===== config.mk =====
export PLATFORM = sky130hd
export DESIGN_NAME = jumpLogic
export DESIGN_NICKNAME = d
export VERILOG_FILES = /design/src/hdl/jumpPkg.sv /design/src/hdl/kinematicIf.sv /design/src/hdl/boxHitDetect.sv /design/src/hdl/jumpPhysics.sv /design/src/hdl/doodlePosition.sv /design/src/hdl/jumpLogic.sv
export VERILOG_INCLUDE_DIRS = /design/src /design/src/hdl
export SDC_FILE = /design/constraint.sdc
export NUM_CORES = 1
export LEC_CHECK = 0
export BUFFER_PORTS_ARGS = -buffer_cell sky130_fd_sc_hd__buf_4
export CAP_MARGIN = 20
export CORE_UTILIZATION = 25
export DETAILED_ROUTE_END_ITERATION = 6
export PLACE_DENSITY = 0.39
export SETUP_SLACK_MARGIN = 0.5
export SYNTH_ARGS = -nofsm -noshare
export SYNTH_HDL_FRONTEND = slang
export SYNTH_SLANG_ARGS = --single-unit
export TNS_END_PERCENT = 5

===== constraint.sdc =====
create_clock -name Reset -period 14.5 [get_ports Reset]
set_input_delay 3.625 -clock Reset [delete_from_list [all_inputs] [get_ports Reset]]
set_output_delay 3.625 -clock Reset [all_outputs]
set_load 0.02 [all_outputs]

===== src/hdl/jumpCfg_cfg.svh =====
`ifndef JUMPCFG_CFG_SVH
`define JUMPCFG_CFG_SVH

// visible area in pixels
`define SCREEN_X_MAX 639
`define SCREEN_Y_MAX 479

`define DOODLE_SIZE 16 // half-extent of the doodle
`define START_X 330
`define START_Y 100

// bounce strengths, pixels per frame upward
`define GRAVITY_BOOST 3
`define SPRING_BOOST 7
`define ROCKET_BOOST 15

`define MAX_FALL 10 // terminal fall speed
`define RAMP_PERIOD 4 // frames per velocity step
`define STEP_X 4 // sideways step per frame

// wrap-around at the side edges
`define WRAP_MARGIN 25
`define WRAP_OFFSET 128 // eight doodle sizes

`define SCORE_LINE 240
`define SCORE_LIMIT 256 // above this the floor is fatal

// object counts
`define NUM_PLATS 16
`define NUM_SPRINGS 4
`define NUM_ROCKETS 1

// object half sizes
`define PLAT_HALF_W 20
`define PLAT_HALF_H 4
`define SPRING_HALF_W 6
`define SPRING_HALF_H 4
`define ROCKET_HALF_W 8
`define ROCKET_HALF_H 12

// keyboard scan codes
`define KEY_RIGHT_A 7
`define KEY_RIGHT_B 79
`define KEY_LEFT_A 4
`define KEY_LEFT_B 80

`endif


===== src/hdl/jumpPkg.sv =====
package jumpPkg;

	// screen coordinate in pixels
	typedef logic [9:0] coordT;

	// vertical speed, negative is upward
	typedef logic signed [7:0] velT;

	typedef logic [7:0] keyT; // keyboard scan code

	typedef logic [19:0] scoreT;

	// centre point of a platform, spring or rocket
	typedef struct packed
	{
		coordT x;
		coordT y;
	} boxT;

endpackage


===== src/hdl/kinematicIf.sv =====
`timescale 1ns/100ps

interface kinematicIf;

	jumpPkg::coordT posX; // doodle centre
	jumpPkg::coordT posY;
	jumpPkg::velT motionY; // pixels per frame
	logic gameOver; // sticky until reset

	// velocity engine
	modport physics
	(
		output motionY,
		output gameOver,
		input posX,
		input posY
	);

	// integrates motion into a position
	modport position
	(
		output posX,
		output posY,
		input motionY,
		input gameOver
	);

endinterface


===== src/hdl/boxHitDetect.sv =====
`timescale 1ns/100ps
`include "jumpCfg_cfg.svh"

module boxHitDetect #(
	parameter int NUM_OBJ = 1,
	parameter int HALF_W = 1,
	parameter int HALF_H = 1
) (
	input logic Reset,
	input jumpPkg::coordT posX,
	input jumpPkg::coordT posY,
	input jumpPkg::boxT objects [NUM_OBJ],
	output logic hit
);

	// 12 bits leave headroom for every sum below
	logic [11:0] feetY;
	logic [11:0] doodleLeft;
	logic [11:0] doodleRight;
	logic [NUM_OBJ-1:0] objHit;

	assign feetY = 12'(posY) + 12'(`DOODLE_SIZE);
	assign doodleLeft = 12'(posX); // left edge still carries +DOODLE_SIZE, see below
	assign doodleRight = 12'(posX) + 12'(`DOODLE_SIZE);

	// the subtractions of the overlap test are moved to the other side,
	// so no term can underflow near the top or left edge
	genvar i;
	generate
		for (i = 0; i < NUM_OBJ; i++)
		begin : gObj
			logic [11:0] objX;
			logic [11:0] objY;
			logic feetInRow;
			logic spanMeets;

			assign objX = 12'(objects[i].x);
			assign objY = 12'(objects[i].y);

			// feet row inside y +/- half height
			assign feetInRow = (feetY + 12'(HALF_H) >= objY) &&
				(feetY <= objY + 12'(HALF_H));

			// x +/- half width meets posX +/- DOODLE_SIZE
			assign spanMeets = (objX + 12'(HALF_W) + 12'(`DOODLE_SIZE) >= doodleLeft) &&
				(objX <= doodleRight + 12'(HALF_W));

			assign objHit[i] = feetInRow && spanMeets;
		end
	endgenerate

	assign hit = |objHit;

	// a known doodle over known boxes never yields an unknown hit
	aHitKnown : assert property (@(posedge Reset)
		!$isunknown({posX, posY}) && !$isunknown(objects.sum() with (32'(item))) |->
		!$isunknown(hit))
		else $error("hit unknown with known position");

endmodule


===== src/hdl/jumpPhysics.sv =====
`timescale 1ns/100ps
`include "jumpCfg_cfg.svh"

module jumpPhysics (
	input logic Reset,
	input logic frame_clk,
	input logic paused,
	input logic platHit,
	input logic springHit,
	input logic rocketHit,
	input logic scoreHigh,
	kinematicIf.physics kin
);

	localparam int RampW = $clog2(`RAMP_PERIOD);

	localparam jumpPkg::velT FallStart = jumpPkg::velT'(`GRAVITY_BOOST);
	localparam jumpPkg::velT FallMax = jumpPkg::velT'(`MAX_FALL);
	localparam jumpPkg::velT GravityUp = jumpPkg::velT'(-(`GRAVITY_BOOST));
	localparam jumpPkg::velT SpringUp = jumpPkg::velT'(-(`SPRING_BOOST));
	localparam jumpPkg::velT RocketUp = jumpPkg::velT'(-(`ROCKET_BOOST));

	logic [RampW-1:0] rampCnt; // frames since the last velocity step
	logic [10:0] feetY;
	logic onFloor;
	logic falling;
	logic rampTick;
	logic bounce;
	jumpPkg::velT bounceVel;
	jumpPkg::velT rampMotion;

	assign feetY = 11'(kin.posY) + 11'(`DOODLE_SIZE);
	assign onFloor = feetY >= 11'(`SCREEN_Y_MAX);
	assign falling = kin.motionY > 0;
	assign rampTick = rampCnt == RampW'(`RAMP_PERIOD - 1);

	// gravity pulls one step down per ramp period, capped at terminal speed
	assign rampMotion = (rampTick && kin.motionY < FallMax) ?
		kin.motionY + jumpPkg::velT'(1) : kin.motionY;

	// landing strength, spring first, then rocket, platform and floor
	always_comb
	begin
		bounce = 1'b1;
		if (springHit)
			bounceVel = SpringUp;
		else if (rocketHit)
			bounceVel = RocketUp;
		else if (platHit)
			bounceVel = GravityUp;
		else if (onFloor && !scoreHigh)
			bounceVel = GravityUp; // floor is still safe
		else
		begin
			bounce = 1'b0;
			bounceVel = GravityUp;
		end
	end

	always_ff @(posedge Reset or posedge frame_clk)
	begin
		if (frame_clk)
		begin
			kin.motionY <= '0;
			kin.gameOver <= 1'b0;
			rampCnt <= '0;
		end
		else if (paused || kin.gameOver)
			kin.motionY <= '0; // frozen play
		else if (kin.motionY == 0)
		begin
			kin.motionY <= FallStart; // apex, start the fall
			rampCnt <= '0;
		end
		else if (falling && bounce)
		begin
			kin.motionY <= bounceVel;
			rampCnt <= '0;
		end
		else if (falling && onFloor)
		begin
			// floor hit with a high score ends the game
			kin.gameOver <= 1'b1;
			kin.motionY <= '0;
		end
		else
		begin
			kin.motionY <= rampMotion;
			rampCnt <= rampTick ? '0 : rampCnt + 1'b1;
		end
	end

	aMotionRange : assert property (@(posedge Reset) disable iff (frame_clk)
		kin.motionY >= -(`ROCKET_BOOST) && kin.motionY <= `MAX_FALL)
		else $error("motionY out of range: %0d", kin.motionY);

	// only reset may clear game over
	aOverSticky : assert property (@(posedge Reset) disable iff (frame_clk)
		kin.gameOver |=> kin.gameOver)
		else $error("gameOver fell without reset");

endmodule


===== src/hdl/doodlePosition.sv =====
`timescale 1ns/100ps
`include "jumpCfg_cfg.svh"

module doodlePosition (
	input logic Reset,
	input logic frame_clk,
	input logic paused,
	input jumpPkg::keyT keycode,
	kinematicIf.position kin,
	output jumpPkg::scoreT score,
	output logic scoreHigh
);

	localparam int VelW = $bits(jumpPkg::velT);
	localparam int ExtW = $bits(jumpPkg::coordT) - VelW;

	jumpPkg::coordT stepX;
	jumpPkg::coordT deltaY;
	jumpPkg::scoreT gain;
	logic wrapRight;
	logic wrapLeft;
	logic aboveLine;
	logic frozen;

	// sign-extended vertical motion
	assign deltaY = {{ExtW{kin.motionY[VelW-1]}}, kin.motionY};

	always_comb
	begin
		case (keycode)
			`KEY_RIGHT_A, `KEY_RIGHT_B:
				stepX = jumpPkg::coordT'(`STEP_X);
			`KEY_LEFT_A, `KEY_LEFT_B:
				stepX = jumpPkg::coordT'(-(`STEP_X)); // two's complement step
			default:
				stepX = '0;
		endcase
	end

	assign wrapRight = 11'(kin.posX) + 11'(`DOODLE_SIZE) >=
		11'(`SCREEN_X_MAX - `WRAP_MARGIN);
	// posX - DOODLE_SIZE <= WRAP_MARGIN, rearranged to stay unsigned
	assign wrapLeft = kin.posX <= jumpPkg::coordT'(`WRAP_MARGIN + `DOODLE_SIZE);

	assign aboveLine = kin.posY < jumpPkg::coordT'(`SCORE_LINE);
	assign gain = jumpPkg::scoreT'(jumpPkg::coordT'(`SCORE_LINE) - kin.posY);

	assign frozen = paused || kin.gameOver;
	assign scoreHigh = score > jumpPkg::scoreT'(`SCORE_LIMIT);

	always_ff @(posedge Reset or posedge frame_clk)
	begin
		if (frame_clk)
		begin
			kin.posX <= jumpPkg::coordT'(`START_X);
			kin.posY <= jumpPkg::coordT'(`START_Y);
			score <= '0;
		end
		else if (!frozen)
		begin
			kin.posY <= kin.posY + deltaY;

			// edge wrap wins over steering
			if (wrapRight)
				kin.posX <= jumpPkg::coordT'(`WRAP_OFFSET);
			else if (wrapLeft)
				kin.posX <= jumpPkg::coordT'(`SCREEN_X_MAX - `WRAP_OFFSET);
			else
				kin.posX <= kin.posX + stepX;

			if (aboveLine)
				score <= score + gain; // height above the score line
		end
	end

	aPosXOnScreen : assert property (@(posedge Reset) disable iff (frame_clk)
		kin.posX <= jumpPkg::coordT'(`SCREEN_X_MAX))
		else $error("posX left the screen: %0d", kin.posX);

endmodule


===== src/hdl/jumpLogic.sv =====
`timescale 1ns/100ps
`include "jumpCfg_cfg.svh"

module jumpLogic (
	input logic Reset, // frame clock
	input logic frame_clk, // async reset, active high
	input logic paused,
	input jumpPkg::keyT keycode,
	input jumpPkg::boxT platforms [`NUM_PLATS],
	input jumpPkg::boxT springs [`NUM_SPRINGS],
	input jumpPkg::boxT rockets [`NUM_ROCKETS],
	output jumpPkg::coordT doodleX,
	output jumpPkg::coordT doodleY,
	output jumpPkg::velT doodleMotionY,
	output jumpPkg::scoreT score,
	output logic gameOver,
	output logic platHit,
	output logic springHit,
	output logic rocketHit
);

	logic scoreHigh;

	kinematicIf kin ();

	assign doodleX = kin.posX;
	assign doodleY = kin.posY;
	assign doodleMotionY = kin.motionY;
	assign gameOver = kin.gameOver;

	boxHitDetect #(
		.NUM_OBJ(`NUM_PLATS),
		.HALF_W(`PLAT_HALF_W),
		.HALF_H(`PLAT_HALF_H)
	) platDetect (
		.Reset(Reset),
		.posX(doodleX),
		.posY(doodleY),
		.objects(platforms),
		.hit(platHit)
	);

	boxHitDetect #(
		.NUM_OBJ(`NUM_SPRINGS),
		.HALF_W(`SPRING_HALF_W),
		.HALF_H(`SPRING_HALF_H)
	) springDetect (
		.Reset(Reset),
		.posX(doodleX),
		.posY(doodleY),
		.objects(springs),
		.hit(springHit)
	);

	boxHitDetect #(
		.NUM_OBJ(`NUM_ROCKETS),
		.HALF_W(`ROCKET_HALF_W),
		.HALF_H(`ROCKET_HALF_H)
	) rocketDetect (
		.Reset(Reset),
		.posX(doodleX),
		.posY(doodleY),
		.objects(rockets),
		.hit(rocketHit)
	);

	jumpPhysics physics (
		.Reset(Reset),
		.frame_clk(frame_clk),
		.paused(paused),
		.platHit(platHit),
		.springHit(springHit),
		.rocketHit(rocketHit),
		.scoreHigh(scoreHigh),
		.kin(kin.physics)
	);

	doodlePosition position (
		.Reset(Reset),
		.frame_clk(frame_clk),
		.paused(paused),
		.keycode(keycode),
		.kin(kin.position),
		.score(score),
		.scoreHigh(scoreHigh)
	);

endmodule


==> results of run 1 <==
## flip-flops by register name (all words and copies together), names as in the netlist
register,cells
physics.kin.gameOver,1
physics.kin.motionY,8
physics.rampCnt,2
position.kin.posX,10
position.kin.posY,10
position.score,20
## power breakdown
group | switching (mW) | internal (mW) | leakage [nW]
Clock | 0.0580 | 0.0646 | 0.0653
Sequential | 0.164 | 0.214 | 0.620
Combinational | 3.73 | 2.34 | 16.8
## path summary, 6_finish.rpt
kind	from	to	slack, ns	cells after the start
max in group asynchronous	frame_clk	position.kin.posX[0]$_DFFE_PP0P_	10.43	3
min reg2reg	position.score[19]$_DFFE_PP0P_	position.score[19]$_DFFE_PP0P_	0.51	1
max	platforms[172]	platHit	2.84	20
min in group asynchronous	frame_clk	position.score[17]$_DFFE_PP0P_	3.54	3
max reg2reg	position.kin.posY[4]$_DFFE_PP0P_	physics.rampCnt[0]$_DFFE_PP0P_	7.26	19
min	position.score[19]$_DFFE_PP0P_	position.score[19]$_DFFE_PP0P_	0.51	1
## cells in the final DEF (no fill, tap or decap), types with 25 or more instances in the layout
master	n
xor2_1	80
nand2_1	236
o21bai_1	27
nand4_1	94
xnor2_1	297
nand3_1	181
a21o_1	108
nor2_1	178
and3_1	25
nor2b_1	87
inv_1	349
o21ai_0	265
o21a_1	61
dfrtp_1	41
a31oi_1	28
ha_1	901
buf_4	529
a211oi_1	64
a21oi_1	272
nor3_1	129
o211ai_1	45
nand2b_1	56
## cells by family (layout without fill, tap and decap cells)
family	count (synthesis)	after routing	share of synthesized area, %
other	0	17	0
flip-flops	51	51	4.18
multiplexers	4	4	0.138
adder cells (fa/ha/maj)	910	910	37.0
buffers and inverters	416	893	5.19
AO/OA/AOI/OAI	1094	1094	22.9
AND/OR/NAND/NOR	1142	1142	19.3
XOR/XNOR	393	393	11.3
## metrics by stage
step                      total power, mW  instances  setup WS (ns)
final                                6.57       6129           2.84
after global routing                 7.39       6125           2.52
after CTS                            6.65       6110           2.82
after detailed placement             6.48       6102           2.84
after global placement               6.49       6102           2.88
after floorplan                      4.15       4010           4.21
## per-layer routing
layer,track usage (%),part of all wire (%),wire (µm),vias to the layer above
li1,-,-,-,15900
met1,29.8,49,66200,14700
met2,34.1,45,60900,659
met3,2.10,4.4,5960,90
met4,2.95,1.2,1560,24
met5,0,0.10,141,-
## layout make-up
class / count / area share [%]
diodes: 17 / 0.115
flip-flops and latches: 51 / 3.50
repair buffers: 531 / 10.9
well taps: 1625 / 5.52
multi-input cells: 3543 / 76.0
inverters: 354 / 3.60
clock buffers: 8 / 0.370
==> metrics.txt, run 1 <==
Cell Pwr Density=178 nW/µm²; Top delay family on crit path=compound AO/OA/AOI/OAI gates; DP Wirelength=around 100000 µm; Yosys top cell area share=about 37%; cells taking the most area after synthesis=ha_1 37%, xnor2_1 8.8%, a21oi_1 4.4%; EDFF count, synth=0; Peak Freq=85.8 MHz; CTS tree=built; final instance area=36900 µm²; cts repair resizes=0; Rows=128; GR Overflow Total=0; Fin. Hold Viols=0; io pins=483; Clk Tree Root Cell=clkbuf_16; max-slew violations=0; max_slew headroom=22.6%; FF+latch area=about 1300 µm²; global-route wire length before repair=197000 µm; leakage=roughly 17 nW; final core occ=30.2%; WHS=a little over 0.5 ns; Placer Congestion=0.849; Synth cell types=87; syn nets=5346; cts hold-fix bufs=0; Synth top cells by count=902 x ha_1, 353 x inv_1, 309 x xnor2_1; vias in the first global route=30300; clock latency on the worst-skew pair=0.30 ns; synthesis warning total=0; top-count cell post-synth=ha_1; DR pass1 iterations=5; startpoint types=input pin; PortBufs=482; Buf/Inv on CP=3; synthesis-stage register bit count=51; CTS Sinks=51; instance count of the mapped netlist=4010; Area Overhead vs Synth=19.8%; die area=about 120000 µm²; final worst path period share=80.4%; TritonCTS Buffers=5; Cell Chain, Critical Path=buf_4 > ha_1 > o21ai_0 > xor2_1 > nand2b_1 > inv_1 > maj3_1 > o21ai_0 > xnor2_1 > ha_1 > nand2_1 > nor2_1 > o21ai_0 > a21oi_1 > o31ai_1 > a211o_1 > o311ai_0 > nor4_2 > nand2_1 > buf_4; Yosys top cell by area=ha_1; Core Area=122000 µm²; Async SR Flop Fraction=100%; CTS H-tree depth=2; Post-synth top flop=dfrtp_1; Synth Cell Area=30800 µm²; via count=around 31000; CTS max path bufs=2; Max-Cap Viols=0; Crit path arrival time=8.03 ns; critical path's most frequent cell=o21ai_0; die height=353 µm; Worst Path Required=10.88 ns; nature of the critical path endpoint=output port; Reg clk slew, reported paths=0.07 ns; Final setup viols=0; Clock Skew=roughly 0.006 ns; drt initial violations=1794; routed len/inst=22.0 µm; Crit Path Max Fanout=9; Worst Hold Class=flop to flop; die width=353 µm; Initial Util=25.2%; CP max-delay cell=o31ai_1; Setup TNS Final=0 ns; ANT nets after route=0; status=completed; initial antenna violation count=38; VDD IR max=0.000107 V; gr usage total=20.8%; final WL=135000 µm; FILL cells=13200; Syn Area/Cell=7.67 µm²; area of the multi-input gates=28000 µm²; fraction of layout cells with a size suffix above 1=13.3%; largest net degree at the start of global routing=52; vias per cell=slightly above 5; DRC viols=0; crit path kind=input pin to output port; sequential element share of the synthesized area=~4.2%; setup bufs post-CTS=0; Least-Margin Pin Slew=1.15 ns; placed inst area=36700 µm²; unrepaired setup endpoints after global routing=no; Nets=5822; crit path time final=11.66 ns; CP max stage delay=0.69 ns
Note: power is estimated with default switching activity, not from simulation.
==> run 2, diff against run 1 <==
==> constraint.sdc (replaced) <==
create_clock -name Reset -period 12.14 [get_ports Reset]
set_input_delay 3.035 -clock Reset [delete_from_list [all_inputs] [get_ports Reset]]
set_output_delay 3.035 -clock Reset [all_outputs]
set_load 0.02 [all_outputs]
==> run 2 against run 1 <==
Against the previous run:
- non-clock buffer count grew 1
- global-route usage up 0.093 points
- sequential cell count unchanged
- sequential share of layout area about the same
- die area unchanged
- combinational power up 19%
- sequential power grew 18%
- register-to-register slack got worse by 2.0 ns
- worst hold slack gained 0.0012 ns
- cell count is essentially flat
- first-iteration DRC count is 4.9% higher
- highest routed layer unchanged
==> metrics.txt, run 2 (synthesis results as in run 1) <==
routed len/inst=22.0 µm (about the same); drt initial violations=1882 (was 1794); die width=353 µm (unchanged); TritonCTS Buffers=5 (unchanged); CP max stage delay=0.97 ns (was 0.69 ns); gr usage total=20.9% (was 20.8%); Buf/Inv on CP=2 (was 3); leakage=17.5 nW (about the same); Max-Cap Viols=0 (unchanged); die area=124000 µm² (unchanged); max-slew violations=0 (unchanged); final core occ=30.3% (was 30.2%); number of flip-flops in the largest register=20 (unchanged); Area Overhead vs Synth=20.0% (was 19.8%); Reg clk slew, reported paths=0.08 ns (was 0.07 ns); clock latency on the worst-skew pair=0.31 ns (was 0.30 ns); Final setup viols=0 (unchanged); max_slew headroom=17.3% (was 22.6%); Cell Pwr Density=214 nW/µm² (was 178 nW/µm²); Non-Filler Instances=6133 (was 6129); DRC viols=0 (unchanged); internal power=3.17 mW (was 2.61 mW); die height=353 µm (unchanged); placed cells=6104 (was 6102); most frequent cells in the layout=901 x ha_1, 530 x buf_4, 349 x inv_1 (was 901 x ha_1, 529 x buf_4, 349 x inv_1); via count=31300 (about the same); setup bufs post-CTS=0 (unchanged); placed inst area=36700 µm² (about the same); global-route wire length before repair=198000 µm (was 197000 µm); Largest Register=position.score (unchanged); CTS Sinks=51 (unchanged); area of the multi-input gates=28000 µm² (unchanged); Sw Share=59.8% (was 60.2%); CTS max path bufs=2 (unchanged); Regs by FF count=position.score (20), position.kin.posX (10), position.kin.posY (10) (unchanged); cts hold-fix bufs=0 (unchanged); crit path kind=input pin to output port (unchanged); VDD IR max=0.000144 V (was 0.000107 V); vias in the first global route=30700 (was 30300); unrepaired setup endpoints after global routing=no (unchanged); Placer Congestion=0.857 (was 0.849); Nets=5823 (was 5822); GR Overflow Total=0 (unchanged); Crit path arrival time=7.72 ns (was 8.03 ns); DP Wirelength=105000 µm (about the same); clock power share=2.4% (was 1.9%); register share of total power=5.7% (about the same); vias per cell=5.10 (was 5.11); Worst Hold Class=flop to flop (unchanged); CTS H-tree depth=2 (unchanged); Fin. Hold Viols=0 (unchanged); cts repair resizes=0 (unchanged); fraction of layout cells with a size suffix above 1=13.4% (was 13.3%); power share of the combinational group=91.9% (was 92.4%); critical path's most frequent cell=a21oi_1 (was o21ai_0); final worst path period share=about 89%; WHS=0.507 ns (was 0.506 ns); initial antenna violation count=39 (was 38); crit path time final=between 10 and 15 ns; PortBufs=482 (unchanged); Core Area=122000 µm² (unchanged); Setup TNS Final=0 ns (unchanged); r2r setup slk=5.25 ns (was 7.26 ns); Crit Path Max Fanout=8 (was 9); Rows=128 (unchanged); final WL=135000 µm (about the same); Cell Chain, Critical Path=buf_4 > a21oi_1 > xnor2_1 > ha_1 > nand2_1 > nor4_1 > a21oi_1 > xnor2_1 > ha_1 > a21oi_1 > o21ai_0 > a2111oi_0 > nor4_1 > a31o_1 > nor4_2 > nand2_1 > buf_4 (was buf_4 > ha_1 > o21ai_0 > xor2_1 > nand2b_1 > inv_1 > maj3_1 > o21ai_0 > xnor2_1 > ha_1 > nand2_1 > nor2_1 > o21ai_0 > a21oi_1 > o31ai_1 > a211o_1 > o311ai_0 > nor4_2 > nand2_1 > buf_4); Peak Freq=between 90 and 100 MHz; switching pwr=4.72 mW (was 3.96 mW); Clock Skew=0.00519 ns (was 0.00603 ns); ANT nets after route=0 (unchanged); Clk Tree Root Cell=clkbuf_16 (unchanged); Worst Path Required=9.10 ns (was 10.88 ns); status=completed (unchanged); Top delay family on crit path=compound AO/OA/AOI/OAI gates (unchanged); startpoint types=input pin (unchanged); Initial Util=25.2% (unchanged); FF+latch area=1290 µm² (unchanged); FILL cells=13300 (was 13200); DR pass1 iterations=5 (unchanged); largest net degree at the start of global routing=52 (unchanged); nature of the critical path endpoint=output port (unchanged); CTS tree=built (unchanged); Least-Margin Pin Slew=1.21 ns (was 1.15 ns); io pins=483 (unchanged); commonest non-fill, non-tap cell in the layout=ha_1 (unchanged); final instance area=36900 µm² (about the same); CP max-delay cell=a2111oi_0 (was o31ai_1)
## run 2: changes by cell type in the layout (fill, tap and decap cells not counted)
| cell | before | now |
|---|---|---|
| clkbuf_1 | 3 | 0 |
| buf_8 | 2 | 1 |
| bufinv_16 | 0 | 2 |
| clkinvlp_4 | 0 | 1 |
| clkbuf_2 | 0 | 1 |
| buf_4 | 529 | 530 |
| diode_2 | 17 | 20 |
## run 2: final cells by class
| cell class | count | share of cell area, % |
|---|---|---|
| multi-input cells | 3543 | 75.9 |
| repair buffers | 532 | 10.8 |
| well taps | 1625 | 5.51 |
| inverters | 354 | 3.60 |
| flip-flops and latches | 51 | 3.49 |
| clock buffers | 5 | 0.339 |
| clock inverters | 3 | 0.183 |
| diodes | 20 | 0.136 |
## run 2: metrics by stage
stage               setup WS [ns]  total power, mW
global placement             1.38             7.75
finish                       1.39             7.89
floorplan                    3.03             4.95
global route                 1.07             8.88
detailed placement           1.36             7.73
CTS                          1.38             7.99
## run 2: worst reg2reg max path: stages, from the launching register on
cell and delay, ns:
dfrtp_1 0.77, ha_1 0.57, xor2_4 0.16, buf_4 0.50, nand2_1 0.11, or2_2 0.33, nor2_1 0.09, nand2_1 0.09
xnor2_2 0.53, buf_4 0.45, ha_1 0.31, and3_1 0.19, nand3_1 0.08, a21oi_1 0.05, or4b_1 0.66, a31o_1 0.35
nor4_2 0.56, nand4_2 0.42, and2_4 0.29, o32ai_1 0.26
## run 2: power groups by stage
stage	Sequential, mW	Clock, mW	Combinational (mW)
global route	0.464	0.206	8.21
finish	0.446	0.192	7.25
floorplan	0.463	0	4.49
global placement	0.458	0	7.29
detailed placement	0.453	0	7.28
CTS	0.451	0.202	7.33
## run 2: worst paths after layout
path                                               endpoint  cells past startpoint                        startpoint
setup / recovery                                    platHit                     17                    platforms[152]
hold / removal               position.score[19]$_DFFE_PP0P_                      1    position.score[19]$_DFFE_PP0P_
setup reg to reg             physics.rampCnt[0]$_DFFE_PP0P_                     19  position.kin.posY[4]$_DFFE_PP0P_
hold reg to reg              position.score[19]$_DFFE_PP0P_                      1    position.score[19]$_DFFE_PP0P_
max in group asynchronous  position.kin.posX[0]$_DFFE_PP0P_                      3                         frame_clk
min in group asynchronous    position.score[19]$_DFFE_PP0P_                      3                         frame_clk
## run 2: per-layer routing
metal	share of wire, %	wire length [µm]	vias up	global-route usage [%]
li1	-	-	15900	-
met1	49	65700	14500	29.4
met2	45	60700	688	34.2
met3	4.5	6090	111	2.49
met4	1.6	2110	24	4.06
met5	0.10	138	-	0
